==> src/nn_pkg.sv <==
package nn_pkg;

	// ------------------------------
	// fixed point format
	// ------------------------------
	localparam int DATA_W = 16; // every value on the datapath
	localparam int FRAC_W = 8;  // Q8.8

	typedef logic signed [DATA_W-1:0] fx_t; // weights, data, activations, out
	typedef logic [3:0] lr_shift_t;         // learning rate as 2^-lr_shift

	// ------------------------------
	// network shape
	// ------------------------------
	localparam int IN_DIM  = 4;
	localparam int HID_DIM = 3;
	localparam int W1_NUM  = IN_DIM * HID_DIM; // index 4i+j feeds hidden i
	localparam int W2_NUM  = HID_DIM;          // one per hidden neuron

	// training defaults, overridden from the top
	localparam int DEF_DATASET_SIZE  = 100; // samples per epoch
	localparam int DEF_EPOCH_COUNT   = 25;  // epochs per run
	localparam int DEF_EPOCHS_PER_LR = 4;   // epochs between halvings
	localparam int DEF_LR_BASE_SHIFT = 6;   // first rate 1/64
	localparam int LR_RATES          = 7;   // rate stops halving after this

	typedef enum logic [2:0] {
		IDLE,    // weight load or first data word
		COLLECT, // words 1 to 3
		HIDDEN,  // hidden MAC and ReLU
		OUTPUT,  // y_pred and error
		UPDATE   // weight write-back
	} train_state_e;

	// Q8.8 product, rescaled then wrapped to 16 bits
	function automatic fx_t fx_mul(input fx_t a, input fx_t b);
		logic signed [2*DATA_W-1:0] p;
		p = a * b;
		return fx_t'(p >>> FRAC_W);
	endfunction

endpackage

==> src/weight_if.sv <==
`timescale 1ns/100ps

interface weight_if;

	nn_pkg::fx_t w1      [nn_pkg::W1_NUM]; // live layer-1 weights
	nn_pkg::fx_t w2      [nn_pkg::W2_NUM]; // live layer-2 weights
	nn_pkg::fx_t w1_next [nn_pkg::W1_NUM]; // sgd result, layer 1
	nn_pkg::fx_t w2_next [nn_pkg::W2_NUM]; // sgd result, layer 2
	logic        upd;                      // one-cycle write-back strobe

	// store side
	modport bank (
		output w1, w2,
		input  w1_next, w2_next, upd
	);

	// arithmetic side
	modport user (
		input  w1, w2,
		output w1_next, w2_next, upd
	);

endinterface
==> src/weight_bank.sv <==
`timescale 1ns/100ps

module weight_bank (
	input  logic        clk,
	input  logic        rst_n,
	input  logic        in_valid_w1,
	input  logic        in_valid_w2,
	input  nn_pkg::fx_t weight1,
	input  nn_pkg::fx_t weight2,
	weight_if.bank      wif
);

	nn_pkg::fx_t w1_q [nn_pkg::W1_NUM]; // w1_q[4i+j] feeds hidden i
	nn_pkg::fx_t w2_q [nn_pkg::W2_NUM];

	// ------------------------------
	// layer 1
	// ------------------------------
	always_ff @(posedge clk or negedge rst_n) begin
		if (!rst_n) begin
			for (int i = 0; i < nn_pkg::W1_NUM; i++)
				w1_q[i] <= '0;
		end else if (in_valid_w1) begin
			for (int i = 0; i < nn_pkg::W1_NUM - 1; i++)
				w1_q[i] <= w1_q[i + 1]; // serial shift down
			w1_q[nn_pkg::W1_NUM - 1] <= weight1; // newest at top
		end else if (wif.upd) begin
			w1_q <= wif.w1_next; // all 12 at once
		end
	end

	// ------------------------------
	// layer 2
	// ------------------------------
	always_ff @(posedge clk or negedge rst_n) begin
		if (!rst_n) begin
			for (int i = 0; i < nn_pkg::W2_NUM; i++)
				w2_q[i] <= '0;
		end else if (in_valid_w2) begin
			for (int i = 0; i < nn_pkg::W2_NUM - 1; i++)
				w2_q[i] <= w2_q[i + 1];
			w2_q[nn_pkg::W2_NUM - 1] <= weight2;
		end else if (wif.upd) begin
			w2_q <= wif.w2_next;
		end
	end

	assign wif.w1 = w1_q;
	assign wif.w2 = w2_q;

	// write-back and serial load never collide
	a_upd_no_load: assert property (@(posedge clk) disable iff (!rst_n)
		wif.upd |-> !(in_valid_w1 || in_valid_w2));

endmodule

==> src/flat_wrapper.sv <==
// flat-port wrapper written by rule: the top's interface ports become plain ports
module weight_bank_flat 
  (clk, rst_n, in_valid_w1, in_valid_w2, weight1, weight2, wif_w1, wif_w2, wif_w1_next, wif_w2_next, wif_upd);
  weight_if wif_i ();
  input  logic clk;
  input  logic rst_n;
  input  logic in_valid_w1;
  input  logic in_valid_w2;
  input  nn_pkg::fx_t weight1;
  input  nn_pkg::fx_t weight2;
  output wire logic [$bits(wif_i.w1)-1:0] wif_w1;
  output wire logic [$bits(wif_i.w2)-1:0] wif_w2;
  input wire logic [$bits(wif_i.w1_next)-1:0] wif_w1_next;
  input wire logic [$bits(wif_i.w2_next)-1:0] wif_w2_next;
  input wire logic [$bits(wif_i.upd)-1:0] wif_upd;
  assign wif_w1 = {>>{wif_i.w1}};
  assign wif_w2 = {>>{wif_i.w2}};
  assign wif_i.w1_next = {>>{wif_w1_next}};
  assign wif_i.w2_next = {>>{wif_w2_next}};
  assign wif_i.upd = wif_upd;
  weight_bank u_core (.clk(clk), .rst_n(rst_n), .in_valid_w1(in_valid_w1), .in_valid_w2(in_valid_w2), .weight1(weight1), .weight2(weight2), .wif(wif_i));
endmodule
==> config.mk <==
export PLATFORM = sky130hd
export DESIGN_NAME = weight_bank_flat
export DESIGN_NICKNAME = d
export VERILOG_FILES = /design/src/nn_pkg.sv /design/src/weight_if.sv /design/src/weight_bank.sv /design/src/flat_wrapper.sv
export SDC_FILE = /design/constraint.sdc
export NUM_CORES = 1
export LEC_CHECK = 0
export ABC_CLOCK_PERIOD_IN_PS = 1250
export BUFFER_PORTS_ARGS = -buffer_cell sky130_fd_sc_hd__buf_2
export CAP_MARGIN = 15
export CELL_PAD_IN_SITES_DETAIL_PLACEMENT = 1
export CELL_PAD_IN_SITES_GLOBAL_PLACEMENT = 1
export CORE_AREA = 4 4 198 200
export CTS_CLUSTER_DIAMETER = 50
export DETAILED_ROUTE_END_ITERATION = 10
export DIE_AREA = 0 0 202 204
export PLACE_DENSITY = 0.77
export SYNTH_ARGS = -nofsm -noshare
export SYNTH_HDL_FRONTEND = slang
export SYNTH_SLANG_ARGS = --single-unit
==> constraint.sdc <==
create_clock -name clk -period 1.25 [get_ports clk]
set_clock_uncertainty 0.1 [all_clocks]
set_input_delay 0.0625 -clock clk [delete_from_list [all_inputs] [get_ports clk]]
set_output_delay 0.0625 -clock clk [all_outputs]
set_load 0.02 [all_outputs]
==> results of run 1 <==
==> cell type report <==
type                    instances  area (um^2)  share of cell area, %
clock inverters                10          124                  0.560
well taps                     511          639                   2.89
multi-input cells             720         4520                   20.4
flip-flops and latches        240         6040                   27.3
repair buffers               1154         9740                   44.0
diodes                         12         30.0                  0.136
clock buffers                  49         1030                   4.66
==> metal layers <==
layer	global-route usage (%)	share of wire, %
met1	34.9	33
met2	57.4	48
met3	8.03	8.2
met4	24.6	11
met5	0	0.026
==> critical path, cell delays in order, from the launching register on <==
cell	delay, ps
dfrtp_1	420
buf_4	160
buf_4	140
mux2i_1	220
o21ai_1	170
==> cell usage after synthesis, drive strengths merged <==
| cell | number | area, um^2 |
|---|---|---|
| o21ai | 240 | 1200 |
| mux2i | 240 | 2400 |
| nand2 | 240 | 901 |
| clkbuf | 35 | 131 |
| dfrtp | 240 | 6010 |
| buf | 45 | 472 |
==> where the power goes <==
part	internal, mW	switching, mW	total (mW)	leakage (nW)
Clock	6.19	4.05	10.2	0.565
Sequential	8.74	1.15	9.88	2.93
Combinational	4.86	5.10	9.96	7.69
==> timing repair <==
action	in CTS	in global routing
hold endpoints to repair	480	29
endpoints found under the setup margin	202	221
buffers inserted	193	81
resized for setup	272	197
gates cloned	0	0
hold buffers	299	2
==> state kept, by name (all words and copies together), names as in the netlist <==
register	count
u_core.wif.w1	192
u_core.wif.w2	48
==> cell families after synthesis <==
| family | after synthesis | share of synthesized area (%) |
|---|---|---|
| mux | 240 | 21.6 |
| flops | 240 | 54.0 |
| compound gates | 240 | 10.8 |
| simple gates | 240 | 8.11 |
| buf+inv | 80 | 5.43 |
==> path summary, 6_finish.rpt <==
kind                                                      from                             end  cells past startpoint
worst max-delay path             u_core.wif.w1[10]$_DFFE_PN0P_   u_core.wif.w1[10]$_DFFE_PN0P_                      4
worst min-delay path                                     rst_n  u_core.wif.w1[141]$_DFFE_PN0P_                      2
worst min register to register  u_core.wif.w1[176]$_DFFE_PN0P_  u_core.wif.w1[176]$_DFFE_PN0P_                      2
worst max register to register   u_core.wif.w1[10]$_DFFE_PN0P_   u_core.wif.w1[10]$_DFFE_PN0P_                      4
min in group clk                                   in_valid_w1  u_core.wif.w1[136]$_DFFE_PN0P_                      4
max in group asynchronous                                rst_n  u_core.wif.w1[190]$_DFFE_PN0P_                      3
==> metrics by stage <==
stage / cell area, um^2 / utilization (%) / total power [mW] / worst slack, ps / setup TNS [ps]
3_5_place_dp: 14500 / 38.7 / 15.0 / 92.1 / 0
3_3_place_gp: 14500 / 38.7 / 14.8 / 133 / 0
6_report: 22100 / 59.1 / 30.1 / -116 / -2400
4_1_cts: 20900 / 55.8 / 27.6 / -44.3 / -651
2_1_floorplan: 11100 / - / 12.4 / 264 / 0
5_1_grt: 22100 / 59.1 / 30.8 / -95.4 / -5620
==> results.ini, run 1 <==
[yosys]
yosys_warnings = 0
synth.distinct_cells = 11
synth_fp_nets = 1317
syn_inst = 1040
avgSynthCellArea_um2 = 10.7
yosysSeqAreaShare_pct = 54.0
synth_area_um2 = 11100
synth_seq_cells = 240

[place]
port_buffers = 516
gp_congestion = 0.871
place_inst = 2050
place_hpwl_um = 33200

[sta]
slew_headroom_pct = 60.3
fin_crit_sh_pct = 109
setup_ws_ps = -116
rsz0062_at_grt = true
period_needed_ps = 1370
finalHoldViolations = 29
setup_viol = 113
fmax_mhz = 732
slew_violations = 0
worst_slew_pin_slew_ps = 593
whs_ps = -63.2

[route]
dr.pass1.iters = 5
wl_per_cell_um = 30.0
ant_nets = 0
drcViolationCount = 0
wirelength_um = 80900
viasPerCell = 5.43
drt_iter0_drc = 1051
routed-via-count = 14600

[floorplanning]
pin_count = 517
start_util_pct = 29.7
core_area_um2 = 37400
fp.dieArea_um2 = 41200
chipWidth_um = 202
die_h_um = 204
rows = 71

[grt]
grt_pass1_wl_um = 104000
grt_pass1_vias = 16000
overflow = 0
grt_start_max_net_pins = 68
grt_antenna_before_repair = 13
grtUsageTotal_pct = 33.1

[clocking]
clockBufferDepth = 3
clockRootBuffer = clkbuf_16
cts_inserted_buffers = 34
tritoncts = yes
htree_levels = 2
insertion_delay_ps = 520
cts.clk_slew.worst_paths_ps = 60
clock-sinks = 240

[run_status]
status = finished with violations
violations = negative hold slack, negative setup slack

[cells_and_area]
final_cells = 2696
layout_commonest_cell = buf_4
layout.nets = 2427
area_growth_pct = 99.1
drive_gt1_share_pct = 43.0
final_cell_mix = 348 x buf_4, 300 x dlygate4sd3_1, 281 x buf_2, 240 x nand2_1, 238 x mux2i_1
fillers = 4053

[setup_path]
start_kind = flip-flop
cp.arrival_ps = 1630
rrSetupSlack_ps = -120
end_kind = flip-flop
worstPathMaxFanout = 2
required_ps = 1510
crit_type = reg2reg

[pwr]
power_density_nw_per_um2 = 1360
vdd_drop_max_v = 0.000878
p_leak_nw = 11.2

[flow_run]
drv_cap = 0

[min_path]
min_path_type = in2async

Note: power is estimated with default switching activity, not from simulation.
==> run 2, diff against run 1 <==
Settings changed: ABC_CLOCK_PERIOD_IN_PS 1250 to 1490, CORE_AREA 4 4 198 200 to 4 4 200 202, CTS_CLUSTER_DIAMETER 50 to 100, DIE_AREA 0 0 202 204 to 0 0 204 206, PLACE_DENSITY 0.77 to 0.76.
Clock period 1.25 ns to 1.49 ns, I/O delays scaled along.
==> run 2 against run 1 <==
Compared with the run above:
- the flow still finishes with violations (negative hold slack, negative setup slack)
- core utilization fell by 8.4 points
- highest routed layer is now met4
- design area is 12% lower
- critical path depth down 1
- non-clock buffer count fell by 166
- routed wire length decreased by 23%
==> results.ini, run 2 (synthesis results as in run 1) <==
[pwr]
vdd_drop_max_v = 0.000856  ; was 0.000878 V
power_density_nw_per_um2 = 1090  ; was 1360 nW/um^2
p_leak_nw = 9.94  ; was 11.2 nW

[cells_and_area]
final_util_pct = 50.8  ; was 59.1%
layout_commonest_cell = buf_2  ; was buf_4
largest_register_ffs = 192  ; unchanged
final_cell_mix = 513 x buf_2, 356 x dlygate4sd3_1, 240 x nand2_1, 239 x mux2i_1, 230 x dfrtp_1  ; was 348 x buf_4, 300 x dlygate4sd3_1, 281 x buf_2, 240 x nand2_1, 238 x mux2i_1
drive_gt1_share_pct = 34.2  ; was 43.0%
final_cells = 2520  ; was 2696
area_growth_pct = 75.0  ; was 99.1%
layout.nets = 2255  ; was 2427

[setup_path]
required_ps = 1820  ; was 1510 ps
cp.arrival_ps = 1910  ; was 1630 ps
rrSetupSlack_ps = -90  ; was -120 ps
r2r_end = u_core.wif.w1[8]$_DFFE_PN0P_  ; was u_core.wif.w1[10]$_DFFE_PN0P_
worstPathMaxFanout = 3  ; was 2
cp_slowest_stage_delay_ps = 560  ; was 420 ps
crit_slowest_cell = dlygate4sd3_1  ; was dfrtp_1
crit_type = reg2reg  ; unchanged
start_kind = flip-flop  ; unchanged
rr_worst_depth = 3  ; was 4
endpoint = u_core.wif.w1[8]$_DFFE_PN0P_  ; was u_core.wif.w1[10]$_DFFE_PN0P_
crit_chain = mux2i_1, o21ai_1, dlygate4sd3_1  ; was buf_4, buf_4, mux2i_1, o21ai_1
rr_startpoint = u_core.wif.w1[8]$_DFFE_PN0P_  ; was u_core.wif.w1[10]$_DFFE_PN0P_
end_kind = flip-flop  ; unchanged
setup.worst_path.start = u_core.wif.w1[8]$_DFFE_PN0P_  ; was u_core.wif.w1[10]$_DFFE_PN0P_

[route]
drt_iter0_drc = 689  ; was 1051
dr.pass1.iters = 5  ; unchanged
wirelength_um = 62700  ; was 80900 um
routed-via-count = 12900  ; was 14.6k
ant_nets = 0  ; unchanged
drcViolationCount = 0  ; unchanged
viasPerCell = 5.11  ; was 5.43
wl_per_cell_um = 24.9  ; was 30.0 um

[place]
place_hpwl_um = 33100  ; was 33200 um
port_buffers = 516  ; unchanged
place_inst = 2053  ; was 2050
gp_congestion = 0.876  ; was 0.871

[clocking]
clock-sinks = 240  ; unchanged
htree_levels = 1  ; was 2
tritoncts = yes  ; unchanged
cts_inserted_buffers = 28  ; was 34
clockRootBuffer = clkbuf_16  ; unchanged
insertion_delay_ps = 550  ; was 520 ps
clockBufferDepth = 3  ; unchanged
cts.clk_slew.worst_paths_ps = 70  ; was 60 ps

[floorplanning]
start_util_pct = 29.0  ; was 29.7%
die_h_um = 206  ; was 204 um
rows = 72  ; was 71
fp.dieArea_um2 = 42000  ; was 41200 um^2
pin_count = 517  ; unchanged
chipWidth_um = 204  ; was 202 um
core_area_um2 = 38300  ; was 37400 um^2

[run_status]
status = finished with violations  ; unchanged
violations = negative hold slack, negative setup slack  ; unchanged

[min_path]
min_path_type = in2reg  ; was in2async

[grt]
grtUsageTotal_pct = 27.3  ; was 33.1%
overflow = 0  ; unchanged
grt_antenna_before_repair = 3  ; was 13
grt_pass1_wl_um = 89500  ; was 104000 um
grt_pass1_vias = 14300  ; was 16.0k
grt_start_max_net_pins = 49  ; was 68

[sta]
fmax_mhz = 632  ; was 732 MHz
period_needed_ps = 1580  ; was 1370 ps
finalHoldViolations = 6  ; was 29
whs_ps = -31.3  ; was -63.2 ps
setup_ws_ps = -91.9  ; was -116 ps
fin_crit_sh_pct = 106  ; was 109%
worst_slew_pin_slew_ps = 699  ; was 593 ps
setup_viol = 9  ; was 113
slew_violations = 0  ; unchanged
slew_headroom_pct = 53.4  ; was 60.3%

[flow_run]
drv_cap = 0  ; unchanged

==> run 2: cell types whose count changed in the layout (fill, tap and decap cells not counted), moves of 7 or more <==
| cell | before | now |
|---|---|---|
| buf_4 | 348 | 86 |
| buf_2 | 281 | 513 |
| buf_6 | 201 | 0 |
| dlygate4sd3_1 | 300 | 356 |
| dfrtp_1 | 214 | 230 |
| dfrtp_2 | 26 | 10 |
| clkbuf_16 | 37 | 29 |
| clkinv_2 | 2 | 10 |
| diode_2 | 12 | 4 |
| o21ai_0 | 40 | 33 |
| o21ai_1 | 199 | 206 |
==> run 2: report_power, final <==
part,leakage (nW),internal [mW],switching (mW)
clock,0.452,3.88,2.93
combinational,6.54,2.67,3.40
sequential,2.95,7.32,0.901
total,9.94,13.9,7.23
==> run 2: how the worst min path moves through the flow <==
stage,start,cells after the start,to
after floorplan,rst_n,0,u_core.wif.w1[0]$_DFFE_PN0P_
final,in_valid_w1,4,u_core.wif.w1[124]$_DFFE_PN0P_
after detailed placement,rst_n,1,u_core.wif.w1[103]$_DFFE_PN0P_
after global placement,rst_n,1,u_core.wif.w1[103]$_DFFE_PN0P_
after global routing,in_valid_w1,4,u_core.wif.w1[133]$_DFFE_PN0P_
after CTS,in_valid_w2,4,u_core.wif.w2[20]$_DFFE_PN0P_
==> run 2: final cells by class <==
type / count / area, um^2
fill: 4272 / 18800
clock inverter: 10 / 50.0
sequential: 240 / 6020
multi-input combinational: 720 / 4510
tap: 518 / 648
timing repair buffer: 988 / 7370
clock buffer: 40 / 837
antenna: 4 / 10.0
==> run 2: metrics by stage <==
stage	setup TNS (ps)	area (um^2)	worst slack [ps]	power, mW	hold slack, ps
after floorplan	0	11100	492	10.4	-321
after global placement	0	14500	340	12.4	-72.4
after detailed placement	0	14500	286	12.6	-67.8
after CTS	0	19200	14.7	20.4	1.43
after global routing	-695	19400	-141	21.9	-2.09
final	-380	19400	-91.9	21.1	-31.3
==> run 2: repair_timing <==
action	CTS	global route
resized for setup	0	26
endpoints found under the setup margin	0	68
hold buffers	385	17
buffers inserted	0	50
endpoints found under the hold margin	480	17
==> run 2: routing by layer <==
layer	vias up	part of all wire, %	GRT usage (%)
li1	5462	-	-
met1	6447	37	31.6
met2	750	50	48.1
met3	223	7.0	5.76
met4	0	6.2	13.9
met5	-	0	0
==> run 2: worst max-delay path, delay by kind of cell, from the launching register on <==
family                 cells  cell delay [ps]
buffers and inverters      1              560
DFF                        1              450
muxes                      1              240
AOI/OAI and AO/OA          1              110
==> run 3, diff against run 2 <==
Settings changed: SKIP_CTS_REPAIR_TIMING set to 1.
==> run 3 against run 2 <==
Compared with the run above:
- the run still ends with negative hold slack, negative setup slack left
- critical path type unchanged
- largest cell class unchanged
- largest power group unchanged
- setup slack got worse by 9.8 ps
- critical path depth unchanged
- critical endpoint is now u_core.wif.w1[153]$_DFFE_PN0P_
- power decreased by 2.7%
- sequential share of layout area increased by 0.95 points
- global-route usage decreased by 8.4 points
- hold slack improved by 14 ps
==> results.ini, run 3 (synthesis results as in run 1) <==
[route]
wirelength_um = 57900  ; was 62700 um
met2_length_um = 29400  ; was 31400 um
routed-via-count = 12200  ; was 12.9k
dr.pass1.iters = 5  ; unchanged
wl_met1_um = 21600  ; was 23000 um
viasPerCell = 5.00  ; was 5.11
drcViolationCount = 0  ; unchanged
wl_per_cell_um = 23.6  ; was 24.9 um
drt_iter0_drc = 614  ; was 689
ant_nets = 0  ; unchanged
met3WireLength_um = 4100  ; was 4360 um
top_layer_used = met4  ; unchanged

[floorplanning]
fp.dieArea_um2 = 42000  ; unchanged
chipWidth_um = 204  ; unchanged
start_util_pct = 29.0  ; unchanged
die_h_um = 206  ; unchanged
core_area_um2 = 38300  ; unchanged
pin_count = 517  ; unchanged
rows = 72  ; unchanged

[sta]
whs_ps = -16.8  ; was -31.3 ps
setup_viol = 21  ; was 9
slew_headroom_pct = 69.4  ; was 53.4%
finalHoldViolations = 5  ; was 6
fin_crit_sh_pct = 107  ; was 106%
tns_ps = -534  ; was -380 ps
slew_violations = 0  ; unchanged
period_needed_ps = 1590  ; was 1580 ps
setup_ws_ps = -102  ; was -91.9 ps
fmax_mhz = 628  ; was 632 MHz
worst_slew_pin_slew_ps = 459  ; was 699 ps

[clocking]
insertion_delay_ps = 550  ; about the same
clockRootBuffer = clkbuf_16  ; unchanged
cts_inserted_buffers = 28  ; unchanged
clockBufferDepth = 3  ; unchanged
htree_levels = 1  ; unchanged
clock-sinks = 240  ; unchanged
cts.clk_slew.worst_paths_ps = 60  ; was 70 ps
tritoncts = yes  ; unchanged

[setup_path]
required_ps = 1810  ; was 1820 ps
crit_type = reg2reg  ; unchanged
cp.arrival_ps = 1910  ; about the same
start_kind = flip-flop  ; unchanged
end_kind = flip-flop  ; unchanged
crit_chain = mux2i_1, o21ai_1, dlygate4sd3_1  ; unchanged
cp_slowest_stage_delay_ps = 590  ; was 560 ps
worstPathMaxFanout = 3  ; unchanged
crit_slowest_cell = dlygate4sd3_1  ; unchanged

[pwr]
p_leak_nw = 9.58  ; was 9.94 nW
vdd_drop_max_v = 0.000840  ; was 0.000856 V
power_density_nw_per_um2 = 1090  ; about the same

[cells_and_area]
final_cell_mix = 513 x buf_2, 344 x dlygate4sd3_1, 240 x mux2i_1, 240 x nand2_1, 240 x dfrtp_1  ; was 513 x buf_2, 356 x dlygate4sd3_1, 240 x nand2_1, 239 x mux2i_1, 230 x dfrtp_1
drive_gt1_share_pct = 32.2  ; was 34.2%
multiInputGateArea_um2 = 4500  ; was 4510 um^2
fillers = 4279  ; was 4272
area_growth_pct = 69.4  ; was 75.0%
layout_commonest_cell = buf_2  ; unchanged
seq_area_um2 = 6010  ; was 6020 um^2
layout.nets = 2186  ; was 2255
largest_register_ffs = 192  ; unchanged

[place]
port_buffers = 516  ; unchanged
place_hpwl_um = 33100  ; unchanged
dp_slack_ps = 286  ; unchanged
gp_congestion = 0.876  ; unchanged

[flow_run]
drv_cap = 0  ; unchanged

[grt]
grt_pass1_vias = 10800  ; was 14.3k
grt_pass1_wl_um = 63400  ; was 89500 um
overflow = 0  ; unchanged
grt_antenna_before_repair = 3  ; unchanged
grtUsageTotal_pct = 18.9  ; was 27.3%
grt_start_max_net_pins = 49  ; unchanged

[run_status]
status = finished with violations  ; unchanged
violations = negative hold slack, negative setup slack  ; unchanged

[min_path]
min_path_type = in2reg  ; unchanged

[run 3: changes by cell type in the layout (fill, tap and decap cells not counted)]
| cell | previous run | this run |
|---|---|---|
| o21ai_1 | 206 | 200 |
| o21ai_0 | 33 | 40 |
| diode_2 | 4 | 3 |
| dlygate4sd3_1 | 356 | 344 |
| dfrtp_2 | 10 | 0 |
| mux2i_2 | 1 | 0 |
| mux2i_1 | 239 | 240 |
| o21ai_2 | 1 | 0 |
| dlymetal6s4s_1 | 7 | 0 |
| buf_12 | 23 | 22 |
| dfrtp_1 | 230 | 240 |
| buf_4 | 86 | 37 |
[run 3: worst max-delay path: cells and delay by family, from the launching register on]
family,cells,cell delay [ps]
buffers and inverters,1,590
AO/OA/AOI/OAI,1,130
multiplexers,1,240
flip-flops,1,400
[run 3: through the flow]
stage	hold WS, ps	power, mW	cell area (um^2)	utilization [%]	std cells
finish	-16.8	20.5	18800	49.2	2450
global route	-12.9	21.4	18800	49.2	2450
CTS	-652	19.3	15400	40.2	2103
detailed placement	-67.8	12.6	14500	37.8	2053
global placement	-72.4	12.4	14500	37.8	2053
floorplan	-321	10.4	11100	-	1040
[run 3: routing by layer]
metal / vias to the layer above / global-route usage (%)
met5: - / 0
met4: 0 / 4.64
met3: 170 / 4.44
met2: 623 / 33.9
met1: 6118 / 23.2
li1: 5332 / -
[run 3: path summary, 6_finish.rpt]
check | start | endpoint | slack, ps | cells past startpoint
min in group asynchronous | rst_n | u_core.wif.w1[103]$_DFFE_PN0P_ | 520 | 3
worst min register to register | u_core.wif.w1[94]$_DFFE_PN0P_ | u_core.wif.w1[110]$_DFFE_PN0P_ | 420 | 2
worst max register to register | u_core.wif.w1[153]$_DFFE_PN0P_ | u_core.wif.w1[153]$_DFFE_PN0P_ | -100 | 3
worst max-delay path | u_core.wif.w1[153]$_DFFE_PN0P_ | u_core.wif.w1[153]$_DFFE_PN0P_ | -100 | 3
worst min-delay path | wif_upd | u_core.wif.w1[165]$_DFFE_PN0P_ | -20 | 4
max in group asynchronous | rst_n | u_core.wif.w2[39]$_DFFE_PN0P_ | 150 | 4
[run 3: cell type report]
| cell class | count | share of cell area (%) |
|---|---|---|
| Sequential cell | 240 | 31.9 |
| Multi-Input combinational cell | 720 | 23.9 |
| Antenna cell | 3 | 0.0399 |
| Timing Repair Buffer | 919 | 36.0 |
| Clock buffer | 40 | 4.45 |
| Tap cell | 518 | 3.44 |
| Clock inverter | 10 | 0.266 |
[run 3: report_power, final]
group,internal (mW),switching [mW]
combinational,2.42,3.16
sequential,7.31,0.937
clock,3.87,2.83
total,13.6,6.93
